File: config.mk
export PLATFORM = sky130hd
export DESIGN_NAME = window_monitor
export DESIGN_NICKNAME = d
export VERILOG_FILES = /design/src/logic/monitor_ctrl_pkg.sv /design/src/logic/window_types_pkg.sv /design/src/logic/window_monitor.sv /design/src/logic/event_counter.sv /design/src/logic/crossing_fsm.sv /design/src/logic/dwell_timer.sv /design/src/logic/window_compare.sv
export SDC_FILE = /design/constraint.sdc
export NUM_CORES = 1
export LEC_CHECK = 0
export ABC_AREA = 1
export BUFFER_PORTS_ARGS = -buffer_cell sky130_fd_sc_hd__buf_4
export CAP_MARGIN = 20
export CORE_UTILIZATION = 40
export CTS_CLUSTER_SIZE = 8
export DETAILED_ROUTE_END_ITERATION = 7
export PLACE_DENSITY = 0.64
export SLEW_MARGIN = 5
export SYNTH_ARGS = -nofsm -noshare
export SYNTH_HDL_FRONTEND = slang
export SYNTH_SLANG_ARGS = --single-unit
File: constraint.sdc
create_clock -name clk -period 3.9 [get_ports clk]
set_input_delay 0.195 -clock clk [delete_from_list [all_inputs] [get_ports clk]]
set_output_delay 0.195 -clock clk [all_outputs]
set_load 0.05 [all_outputs]
File: src/logic/monitor_ctrl_pkg.sv
// state and crossing direction encodings for the dwell filter and event logic
package monitor_ctrl_pkg;

    // settled states plus one pending state per direction
    typedef enum logic [1:0] {
        st_inside   = 2'd0,
        st_exiting  = 2'd1,
        st_outside  = 2'd2,
        st_entering = 2'd3
    } monitor_state_t;

    // direction of an accepted change
    typedef enum logic {
        dir_exit  = 1'b0,
        dir_entry = 1'b1
    } cross_dir_t;

endpackage

File: src/logic/window_types_pkg.sv
// data widths and window side encoding shared by the monitor RTL and its testbench
package window_types_pkg;

    // edit these to resize the datapath
    localparam int sample_width = 8;
    localparam int dwell_width  = 4;
    localparam int count_width  = 8;

    // one sample or one window bound
    typedef logic [sample_width-1:0] sample_t;

    // extra samples a change must persist before it is accepted
    typedef logic [dwell_width-1:0] dwell_t;

    // event count, saturates at all ones
    typedef logic [count_width-1:0] count_t;

    // which bound was crossed, below wins when both are
    typedef enum logic {
        side_low  = 1'b0,
        side_high = 1'b1
    } side_t;

endpackage
File: src/logic/window_monitor.sv
// top level of the window monitor, connects compare pipeline, dwell filter and counters
module window_monitor (
    input  logic                         clk,
    input  logic                         rst_n,
    input  window_types_pkg::sample_t    data_in,
    input  window_types_pkg::sample_t    win_low,
    input  window_types_pkg::sample_t    win_high,
    input  window_types_pkg::dwell_t     dwell_len,
    input  logic                         count_clear,
    output logic                         cross_event,
    output monitor_ctrl_pkg::cross_dir_t cross_dir,
    output window_types_pkg::side_t      cross_side,
    output logic                         outside,
    output window_types_pkg::count_t     exit_count,
    output window_types_pkg::count_t     entry_count
);

    logic                    outside_flag;
    window_types_pkg::side_t side_flag;
    logic                    dwell_run;
    logic                    dwell_done;

    window_compare window_compare_i (
        .clk          (clk),
        .rst_n        (rst_n),
        .data_in      (data_in),
        .win_low      (win_low),
        .win_high     (win_high),
        .outside_flag (outside_flag),
        .side_flag    (side_flag)
    );

    dwell_timer dwell_timer_i (
        .clk        (clk),
        .rst_n      (rst_n),
        .dwell_run  (dwell_run),
        .dwell_len  (dwell_len),
        .dwell_done (dwell_done)
    );

    crossing_fsm crossing_fsm_i (
        .clk          (clk),
        .rst_n        (rst_n),
        .outside_flag (outside_flag),
        .side_flag    (side_flag),
        .dwell_done   (dwell_done),
        .dwell_run    (dwell_run),
        .cross_event  (cross_event),
        .cross_dir    (cross_dir),
        .cross_side   (cross_side),
        .outside      (outside)
    );

    // counts lag the event pulse by one cycle
    event_counter event_counter_i (
        .clk         (clk),
        .rst_n       (rst_n),
        .cross_event (cross_event),
        .cross_dir   (cross_dir),
        .count_clear (count_clear),
        .exit_count  (exit_count),
        .entry_count (entry_count)
    );

endmodule

File: src/logic/event_counter.sv
// saturating exit and entry counters driven by crossing events, cleared by a pulse
module event_counter (
    input  logic                         clk,
    input  logic                         rst_n,
    input  logic                         cross_event,
    input  monitor_ctrl_pkg::cross_dir_t cross_dir,
    input  logic                         count_clear,
    output window_types_pkg::count_t     exit_count,
    output window_types_pkg::count_t     entry_count
);

    // holds at all ones instead of wrapping
    function automatic window_types_pkg::count_t sat_inc(
        input window_types_pkg::count_t value
    );
        window_types_pkg::count_t result;
        if (value == '1) begin
            result = value;
        end else begin
            result = value + 1'b1;
        end
        return result;
    endfunction

    always_ff @(posedge clk or negedge rst_n) begin
        if (!rst_n) begin
            exit_count  <= '0;
            entry_count <= '0;
        end else if (count_clear) begin
            // clear beats a same-cycle event
            exit_count  <= '0;
            entry_count <= '0;
        end else if (cross_event) begin
            if (cross_dir == monitor_ctrl_pkg::dir_exit) begin
                exit_count <= sat_inc(exit_count);
            end else begin
                entry_count <= sat_inc(entry_count);
            end
        end
    end

endmodule

File: src/logic/crossing_fsm.sv
// dwell filter FSM that accepts exits and entries and registers the crossing event outputs
module crossing_fsm (
    input  logic                         clk,
    input  logic                         rst_n,
    input  logic                         outside_flag,
    input  window_types_pkg::side_t      side_flag,
    input  logic                         dwell_done,
    output logic                         dwell_run,
    output logic                         cross_event,
    output monitor_ctrl_pkg::cross_dir_t cross_dir,
    output window_types_pkg::side_t      cross_side,
    output logic                         outside
);

    monitor_ctrl_pkg::monitor_state_t state;
    monitor_ctrl_pkg::monitor_state_t state_next;
    logic                             exit_hit;
    logic                             entry_hit;

    // settled side of the window, pending states keep the old one
    assign outside = (state == monitor_ctrl_pkg::st_outside) ||
                     (state == monitor_ctrl_pkg::st_entering);

    // any sample that disagrees with the settled state extends the run
    assign dwell_run = outside_flag != outside;

    always_comb begin
        state_next = state;
        exit_hit   = 1'b0;
        entry_hit  = 1'b0;
        case (state)
            monitor_ctrl_pkg::st_inside: begin
                if (outside_flag) begin
                    if (dwell_done) begin
                        state_next = monitor_ctrl_pkg::st_outside;
                        exit_hit   = 1'b1;
                    end else begin
                        state_next = monitor_ctrl_pkg::st_exiting;
                    end
                end
            end
            monitor_ctrl_pkg::st_exiting: begin
                if (!outside_flag) begin
                    state_next = monitor_ctrl_pkg::st_inside;
                end else if (dwell_done) begin
                    state_next = monitor_ctrl_pkg::st_outside;
                    exit_hit   = 1'b1;
                end
            end
            monitor_ctrl_pkg::st_outside: begin
                if (!outside_flag) begin
                    if (dwell_done) begin
                        state_next = monitor_ctrl_pkg::st_inside;
                        entry_hit  = 1'b1;
                    end else begin
                        state_next = monitor_ctrl_pkg::st_entering;
                    end
                end
            end
            monitor_ctrl_pkg::st_entering: begin
                if (outside_flag) begin
                    state_next = monitor_ctrl_pkg::st_outside;
                end else if (dwell_done) begin
                    state_next = monitor_ctrl_pkg::st_inside;
                    entry_hit  = 1'b1;
                end
            end
            default: begin
                state_next = monitor_ctrl_pkg::st_inside;
            end
        endcase
    end

    always_ff @(posedge clk or negedge rst_n) begin
        if (!rst_n) begin
            state <= monitor_ctrl_pkg::st_inside;
        end else begin
            state <= state_next;
        end
    end

    // exits and entries alternate, so cross_side still holds the last exit side on entry
    always_ff @(posedge clk or negedge rst_n) begin
        if (!rst_n) begin
            cross_event <= 1'b0;
            cross_dir   <= monitor_ctrl_pkg::dir_exit;
            cross_side  <= window_types_pkg::side_low;
        end else begin
            cross_event <= exit_hit | entry_hit;
            if (exit_hit) begin
                cross_dir  <= monitor_ctrl_pkg::dir_exit;
                cross_side <= side_flag;
            end else if (entry_hit) begin
                cross_dir <= monitor_ctrl_pkg::dir_entry;
            end
        end
    end

endmodule

File: src/logic/dwell_timer.sv
// counts consecutive disagreeing samples and flags when the dwell length is reached
module dwell_timer (
    input  logic                     clk,
    input  logic                     rst_n,
    input  logic                     dwell_run,
    input  window_types_pkg::dwell_t dwell_len,
    output logic                     dwell_done
);

    window_types_pkg::dwell_t count;

    // count holds the number of earlier disagreeing samples in this run
    assign dwell_done = dwell_run && (count == dwell_len);

    always_ff @(posedge clk or negedge rst_n) begin
        if (!rst_n) begin
            count <= '0;
        end else if (!dwell_run || dwell_done) begin
            // run broken or change accepted, next run starts from zero
            count <= '0;
        end else begin
            count <= count + 1'b1;
        end
    end

endmodule

File: src/logic/window_compare.sv
// three-stage compare pipeline that flags samples below or above their window bounds
module window_compare (
    input  logic                      clk,
    input  logic                      rst_n,
    input  window_types_pkg::sample_t data_in,
    input  window_types_pkg::sample_t win_low,
    input  window_types_pkg::sample_t win_high,
    output logic                      outside_flag,
    output window_types_pkg::side_t   side_flag
);

    // one extra bit holds the borrow of the subtraction
    typedef logic [window_types_pkg::sample_width:0] diff_t;

    window_types_pkg::sample_t data_q;
    window_types_pkg::sample_t low_q;
    window_types_pkg::sample_t high_q;
    diff_t                     diff_low_q;
    diff_t                     diff_high_q;
    logic                      below;
    logic                      above;

    // stage one, capture sample and bounds
    always_ff @(posedge clk or negedge rst_n) begin
        if (!rst_n) begin
            data_q <= '0;
            low_q  <= '0;
            high_q <= '0;
        end else begin
            data_q <= data_in;
            low_q  <= win_low;
            high_q <= win_high;
        end
    end

    // stage two, zero-extended differences so the top bit is a true borrow
    always_ff @(posedge clk or negedge rst_n) begin
        if (!rst_n) begin
            diff_low_q  <= '0;
            diff_high_q <= '0;
        end else begin
            diff_low_q  <= {1'b0, data_q} - {1'b0, low_q};
            diff_high_q <= {1'b0, high_q} - {1'b0, data_q};
        end
    end

    // borrow on data - low means data < low
    assign below = diff_low_q[window_types_pkg::sample_width];
    assign above = diff_high_q[window_types_pkg::sample_width];

    // stage three, classification flags
    always_ff @(posedge clk or negedge rst_n) begin
        if (!rst_n) begin
            outside_flag <= 1'b0;
            side_flag    <= window_types_pkg::side_low;
        end else begin
            outside_flag <= below | above;
            // inverted window can set both, low side wins
            if (below) begin
                side_flag <= window_types_pkg::side_low;
            end else begin
                side_flag <= window_types_pkg::side_high;
            end
        end
    end

endmodule

* Word-level counts from Yosys, hierarchy flattened
Index checks and enable logic that the tools add are counted.
Word-level totals: word-level logic and storage cells 74, bits in registers 69, output and inout port bits 20, input port bits 31
Cells by class: eq/ne operators 14, bitwise gates (word level) 2, mux-type cells 26, add/subtract/negate cells 5, reductions and logical operators 13
Operators by type and width (count):
- 2-to-1 mux 8 bit | 8
- subtractor 8 x 8 -> 9 bit | 2
- adder 8 x 1 -> 8 bit, second input constant | 2
- equality test 8 bit, second input constant | 2
- 2-to-1 mux 2 bit | 8
- inequality test 2 bit, second input constant | 5
- 2-to-1 mux 1 bit | 8
- one-hot mux 2 bit (4 select lines) | 1
- inequality test 3 bit, second input constant | 2
- AND reduction 3 bit | 2
- nonzero test 2 bit | 3
- adder 4 x 1 -> 4 bit, second input constant | 1
- equality test 2 bit, second input constant | 2
- equality test 4 bit | 1
- 2-to-1 mux 4 bit | 1
- AND reduction 4 bit | 1
- OR reduction 2 bit | 2
- equality test 2 x 1 -> 1 bit, second input constant | 1
- zero test 2 bit | 1
- logical OR 1 bit | 2
- bitwise OR 1 bit | 2
- logical AND 1 bit | 1
- zero test 1 bit | 1
- inequality test 1 bit | 1

* Logic depth before layout (Yosys ltp)
depth in word-level cells 9, depth in mapped cells 8, gate-level depth less buffers 8

* By module
Synthesis repeated with hierarchy kept, for this count alone.
Unflattened totals: cells, all modules 296, area total of the unflattened synthesis 2539.9 µm²
Modules (own cells, without submodules):
- window_compare | sequential area each 700.7 µm², area an instance 1086.0 µm², cells an instance 92, times used 1
- event_counter | sequential area each 400.4 µm², area an instance 1028.5 µm², cells an instance 145, times used 1
- dwell_timer | sequential area each 100.1 µm², area an instance 254.0 µm², cells an instance 39, times used 1
- crossing_fsm | sequential area each 100.1 µm², area an instance 171.4 µm², cells an instance 20, times used 1

* Worst setup path before layout
OpenSTA, ideal clock, no wires.
kind register to register, start register event_counter_i.entry_count[1], end register event_counter_i.entry_count[6], buffers on the path 0, setup time 66 ps, clock period less this slack 1644 ps, cell stages (with the launch flop) 8, slack 2256 ps, data required time 3834 ps, arrival 1578 ps, cells stage by stage dfrtp_1 ha_1 inv_1 nor2_2 a21oi_4 nor2_4 nand2_1 nand2_1
On the way: word-level cells in the longest chain between the ends 5, elaborated cells between the ends (all ways) 8, those cells by class add/sub: 1; eq/ne: 2; mux: 4; reduce/logical: 1
Ends and longest elaborated chain:
- start, declared | line event_counter.sv:9 | output window_types_pkg::count_t entry_count
- start signal, assigned | line event_counter.sv:37 | entry_count <= sat_inc(entry_count);
- adder 8 x 1 -> 8 bit | line event_counter.sv:20 | result = value + 1'b1;
- 2-to-1 mux 8 bit | line event_counter.sv:17 | if (value == '1) begin
- 2-to-1 mux 8 bit | line event_counter.sv:34 | if (cross_dir == monitor_ctrl_pkg::dir_exit) begin
- 2-to-1 mux 8 bit | line event_counter.sv:33 | end else if (cross_event) begin
- 2-to-1 mux 8 bit | line event_counter.sv:29 | end else if (count_clear) begin
Several ways; a longest one is shown, not always the timed one. The select of a mux whose other input is x is not followed. A chain may end at the register's enable or synchronous reset.

* Worst setup path after layout
start register event_counter_i.exit_count[0], end register event_counter_i.exit_count[3]
On the way: word-level cells in the longest chain between the ends 5, elaborated cells between the ends (all ways) 8, those cells by class add/sub: 1; eq/ne: 2; mux: 4; reduce/logical: 1
Ends and longest elaborated chain:
- start, declared | line event_counter.sv:8 | output window_types_pkg::count_t exit_count,
- start signal, assigned | line event_counter.sv:35 | exit_count <= sat_inc(exit_count);
- adder 8 x 1 -> 8 bit | line event_counter.sv:20
- 2-to-1 mux 8 bit | line event_counter.sv:17
- 2-to-1 mux 8 bit | line event_counter.sv:34
- 2-to-1 mux 8 bit | line event_counter.sv:33
- 2-to-1 mux 8 bit | line event_counter.sv:29
Several ways; a longest one is shown, not always the timed one. The select of a mux whose other input is x is not followed.

==> results.tsv <==
stage	metric	value	unit
cts	clk root buf	clkbuf_8	
timing	Max Freq	0.671	GHz
worst_setup_path	WP buf/inv	1	
finish	most common cell after layout, fill and taps aside	nand2_1	
finish	ANT cells	0	
place	DPL Wire Length	3.07	mm
power	maximum vdd ir drop	0.223	mV
floorplanning	die area	6590	um^2
power	Leakage	1.77	nW
grt	initial antenna violation count	0	
drt	Antenna Violating Nets Remaining	0	
grt	vias in the first global route	1851	
drt	WL/cell	10.0	um
worst_setup_path	Worst setup EP type	flop	
floorplanning	I/O pins	51	
timing	crit path time final	1.49	ns
timing	slew at the pin closest to its max-slew limit	0.645	ns
synthesis	Area contributors post-synth	dfrtp_1 52%, nand2_1 12%, ha_1 8.5%	
finish	Final Net Count	414	
drt	DRT Pass-1 Iters	4	
synthesis	mux share of post-synthesis cell area	0	%
floorplanning	Core Area	5990	um^2
synthesis	Seq/Total Area, Yosys	51.9	%
timing	clk_skew	0.00869	ns
timing	Final Hold Viols	0	
floorplanning	die width	81.2	um
grt	Global Route Usage Sum	15.1	%
synthesis	Synth Area in XOR/XNOR	3.49	%
power	Pint	0.846	mW
worst_setup_path	Worst setup SP type	flop	
synthesis	Compound-Gate Fraction of Synth Area	3.69	%
synthesis	Synth top area share	51.9	%
finish	# fillers	537	
finish	area delta synth->final	31.9	%
place	placed cells	409	
synthesis	Syn Inst Count	286	
timing	Pins Over Slew Limit	0	
synthesis	Yosys Warn Count	0	
synthesis	number of synthesized flops with an enable pin	0	
floorplanning	# rows	28	
power	PwrDens	368	nW/um^2
worst_setup_path	CP max FO	8	
cts	setup repair bufs after CTS	0	
timing	total negative setup slack	0	ns
cts	Clock Sinks	52	
place	global placement routability congestion	0.760	
finish	share of cells above drive strength 1	19.6	%
timing	final setup vio count	0	
synthesis	Synth Area in Adders	8.48	%
synthesis	average cell area after synthesis	8.77	um^2
grt	maximum number of pins on one net before global-route repair	53	
drt	via count	1976	
finish	Final Instance Count excl. Fillers	442	
timing	Tcrit/Tclk final	38.2	%
worst_setup_path	crit-path max cell delay	0.43	ns
synthesis	Synth Register Bits	52	
worst_setup_path	WS Path Type	reg2reg	
cts	clock buffer count from CTS	5	
power	Clock Power Share	24.9	%
floorplanning	starting density of the core	41.9	%
timing	max_slew headroom	57.0	%
synthesis	post-synthesis net count	334	
drt	initial DRC count	75	
worst_setup_path	crit path max-delay cell type	dfrtp_1	
floorplanning	chip height	81.2	um
power	switching power	0.370	mW
synthesis	Synth Cell Area	2510	um^2
synthesis	top cell type by total area after synthesis	dfrtp_1	
cts	CTS tree	yes	
synthesis	ys async rst share	100	%
worst_setup_path	Crit path max-delay family	flip-flops	
timing	unrepaired setup endpoints after global routing	false	
drt	drt drc	0	
cts	Clock Tree Buf Depth	2	
min_path	Tightest Hold Check Type	in2reg	
power	register share of total power	51.7	%
place	# port buffers	50	
grt	Remaining Overflow, GRT	0	
cts	worst skew pair latency	0.29	ns
drt	via/cell ratio	4.47	
synthesis	Main synth FF type	dfrtp_1	
timing	Final Hold Slack	0.215	ns
power	switch share	30.4	%
finish	most frequent cells in the layout	82 x nand2_1, 52 x dfrtp_1, 50 x buf_4	
grt	first-pass GRT wire length	7.66	mm
worst_setup_path	CP Data Arrival Time	1.67	ns
cts	Reg clk slew, reported paths	0.09	ns
drt	final wirelength	4.44	mm
run	max_cap viols	0	
worst_setup_path	Required @ worst endpoint	4.08	ns
cts	# H-tree levels	2	
power	combinational share of power	23.4	%
synthesis	Unique masters post-synth	20	
outcome	status	complete, no violations	
worst_setup_path	CP Cell Sequence	ha_1 > inv_1 > nor2_4 > a21oi_4 > nor2_4 > nand2_1 > nand2_1	
synthesis	largest family of logic cells by synthesized area	simple AND/OR/NAND/NOR gates	
synthesis	Synth Area in Simple Gates	24.9	%
per-stage QoR:
step / util [%] / total power [mW] / area (um^2) / setup WS (ns)
6_report: 55.2 / 1.22 / 3310 / 2.41
3_5_place_dp: 49.6 / 0.910 / 2970 / 2.43
5_1_grt: 55.2 / 1.30 / 3310 / 2.32
4_1_cts: 54.6 / 1.24 / 3270 / 2.42
3_3_place_gp: 49.6 / 0.903 / 2970 / 2.45
2_1_floorplan: - / 0.818 / 2510 / 2.26
per-layer routing:
layer | share of wire (%) | wire (um) | up-vias | GRT usage (%)
met2 | 52 | 2290 | 35 | 27.8
li1 | - | - | 1045 | -
met3 | 3.2 | 142 | 4 | 2.81
met5 | 0 | 0 | - | 0
met4 | 0.79 | 35 | 0 | 4.82
met1 | 44 | 1970 | 892 | 17.4
repair_timing:
item | in CTS | in global routing
gates resized for setup | 0 | 0
hold endpoints to repair | 72 | 4
hold buffers | 21 | 4
worst paths after layout:
path                                                 from  depth (start not counted)  slack [ns]                              to
max                         event_counter_i.exit_count[0]                          7        2.41   event_counter_i.exit_count[3]
max reg2reg                 event_counter_i.exit_count[0]                          7        2.41   event_counter_i.exit_count[3]
max in group asynchronous                           rst_n                          2        3.00   event_counter_i.exit_count[3]
min in group asynchronous                           rst_n                          2        0.46          dwell_timer_i.count[2]
min reg2reg                window_compare_i.diff_low_q[8]                          1        0.40      window_compare_i.side_flag
min                                           count_clear                          4        0.21  event_counter_i.entry_count[1]
layout make-up:
type                       count  area (um^2)  share of cell area, %
sequential                    52         1300                   39.3
timing repair buffer          75          626                   18.9
inverter                      48          180                   5.44
clock buffer                   8         90.1                   2.72
multi-input combinational    184         1020                   30.8
tap                           75         93.8                   2.84
worst reg2reg max path, delay by kind of cell, from the launching register on:
family / cells / cell delay [ns]
AOI/OAI and AO/OA: 1 / 0.29
adders and majority gates: 1 / 0.28
buffers and inverters: 1 / 0.11
DFF: 1 / 0.43
and+or+nand+nor: 4 / 0.28
power groups by stage:
stage	clock network [mW]	registers [mW]	logic, mW
after floorplan	0	0.672	0.146
after global placement	0	0.640	0.263
after detailed placement	0	0.641	0.269
after CTS	0.321	0.630	0.286
after global routing	0.344	0.637	0.316
final	0.303	0.629	0.284
state kept, by name, indices dropped and copies added (netlist names):
| signal | count |
|---|---|
| dwell_timer_i.count | 4 |
| window_compare_i.diff_low_q | 1 |
| window_compare_i.data_q | 8 |
| window_compare_i.low_q | 8 |
| window_compare_i.diff_high_q | 1 |
| window_compare_i.high_q | 8 |
| crossing_fsm_i.cross_dir | 1 |
| crossing_fsm_i.cross_side | 1 |
| crossing_fsm_i.cross_event | 1 |
| window_compare_i.outside_flag | 1 |
| event_counter_i.entry_count | 8 |
| event_counter_i.exit_count | 8 |
| crossing_fsm_i.state | 1 |
| window_compare_i.side_flag | 1 |
Yosys cell counts, types with 4 or more instances:
| library cell | instances |
|---|---|
| a21oi_1 | 8 |
| dfrtp_1 | 52 |
| ha_1 | 17 |
| inv_1 | 44 |
| inv_2 | 4 |
| nand2_1 | 82 |
| nand3_1 | 23 |
| nand4_1 | 8 |
| nor2_1 | 20 |
| nor2_2 | 5 |
| xor2_1 | 9 |
cells by family after synthesis:
logic type	count (synthesis)
adders and majority gates	17
DFF	52
buffers and inverters	50
and+or+nand+nor	143
xor gates and xnor gates	10
AOI/OAI and AO/OA	14
No activity file was read; power rests on OpenSTA's default activity.
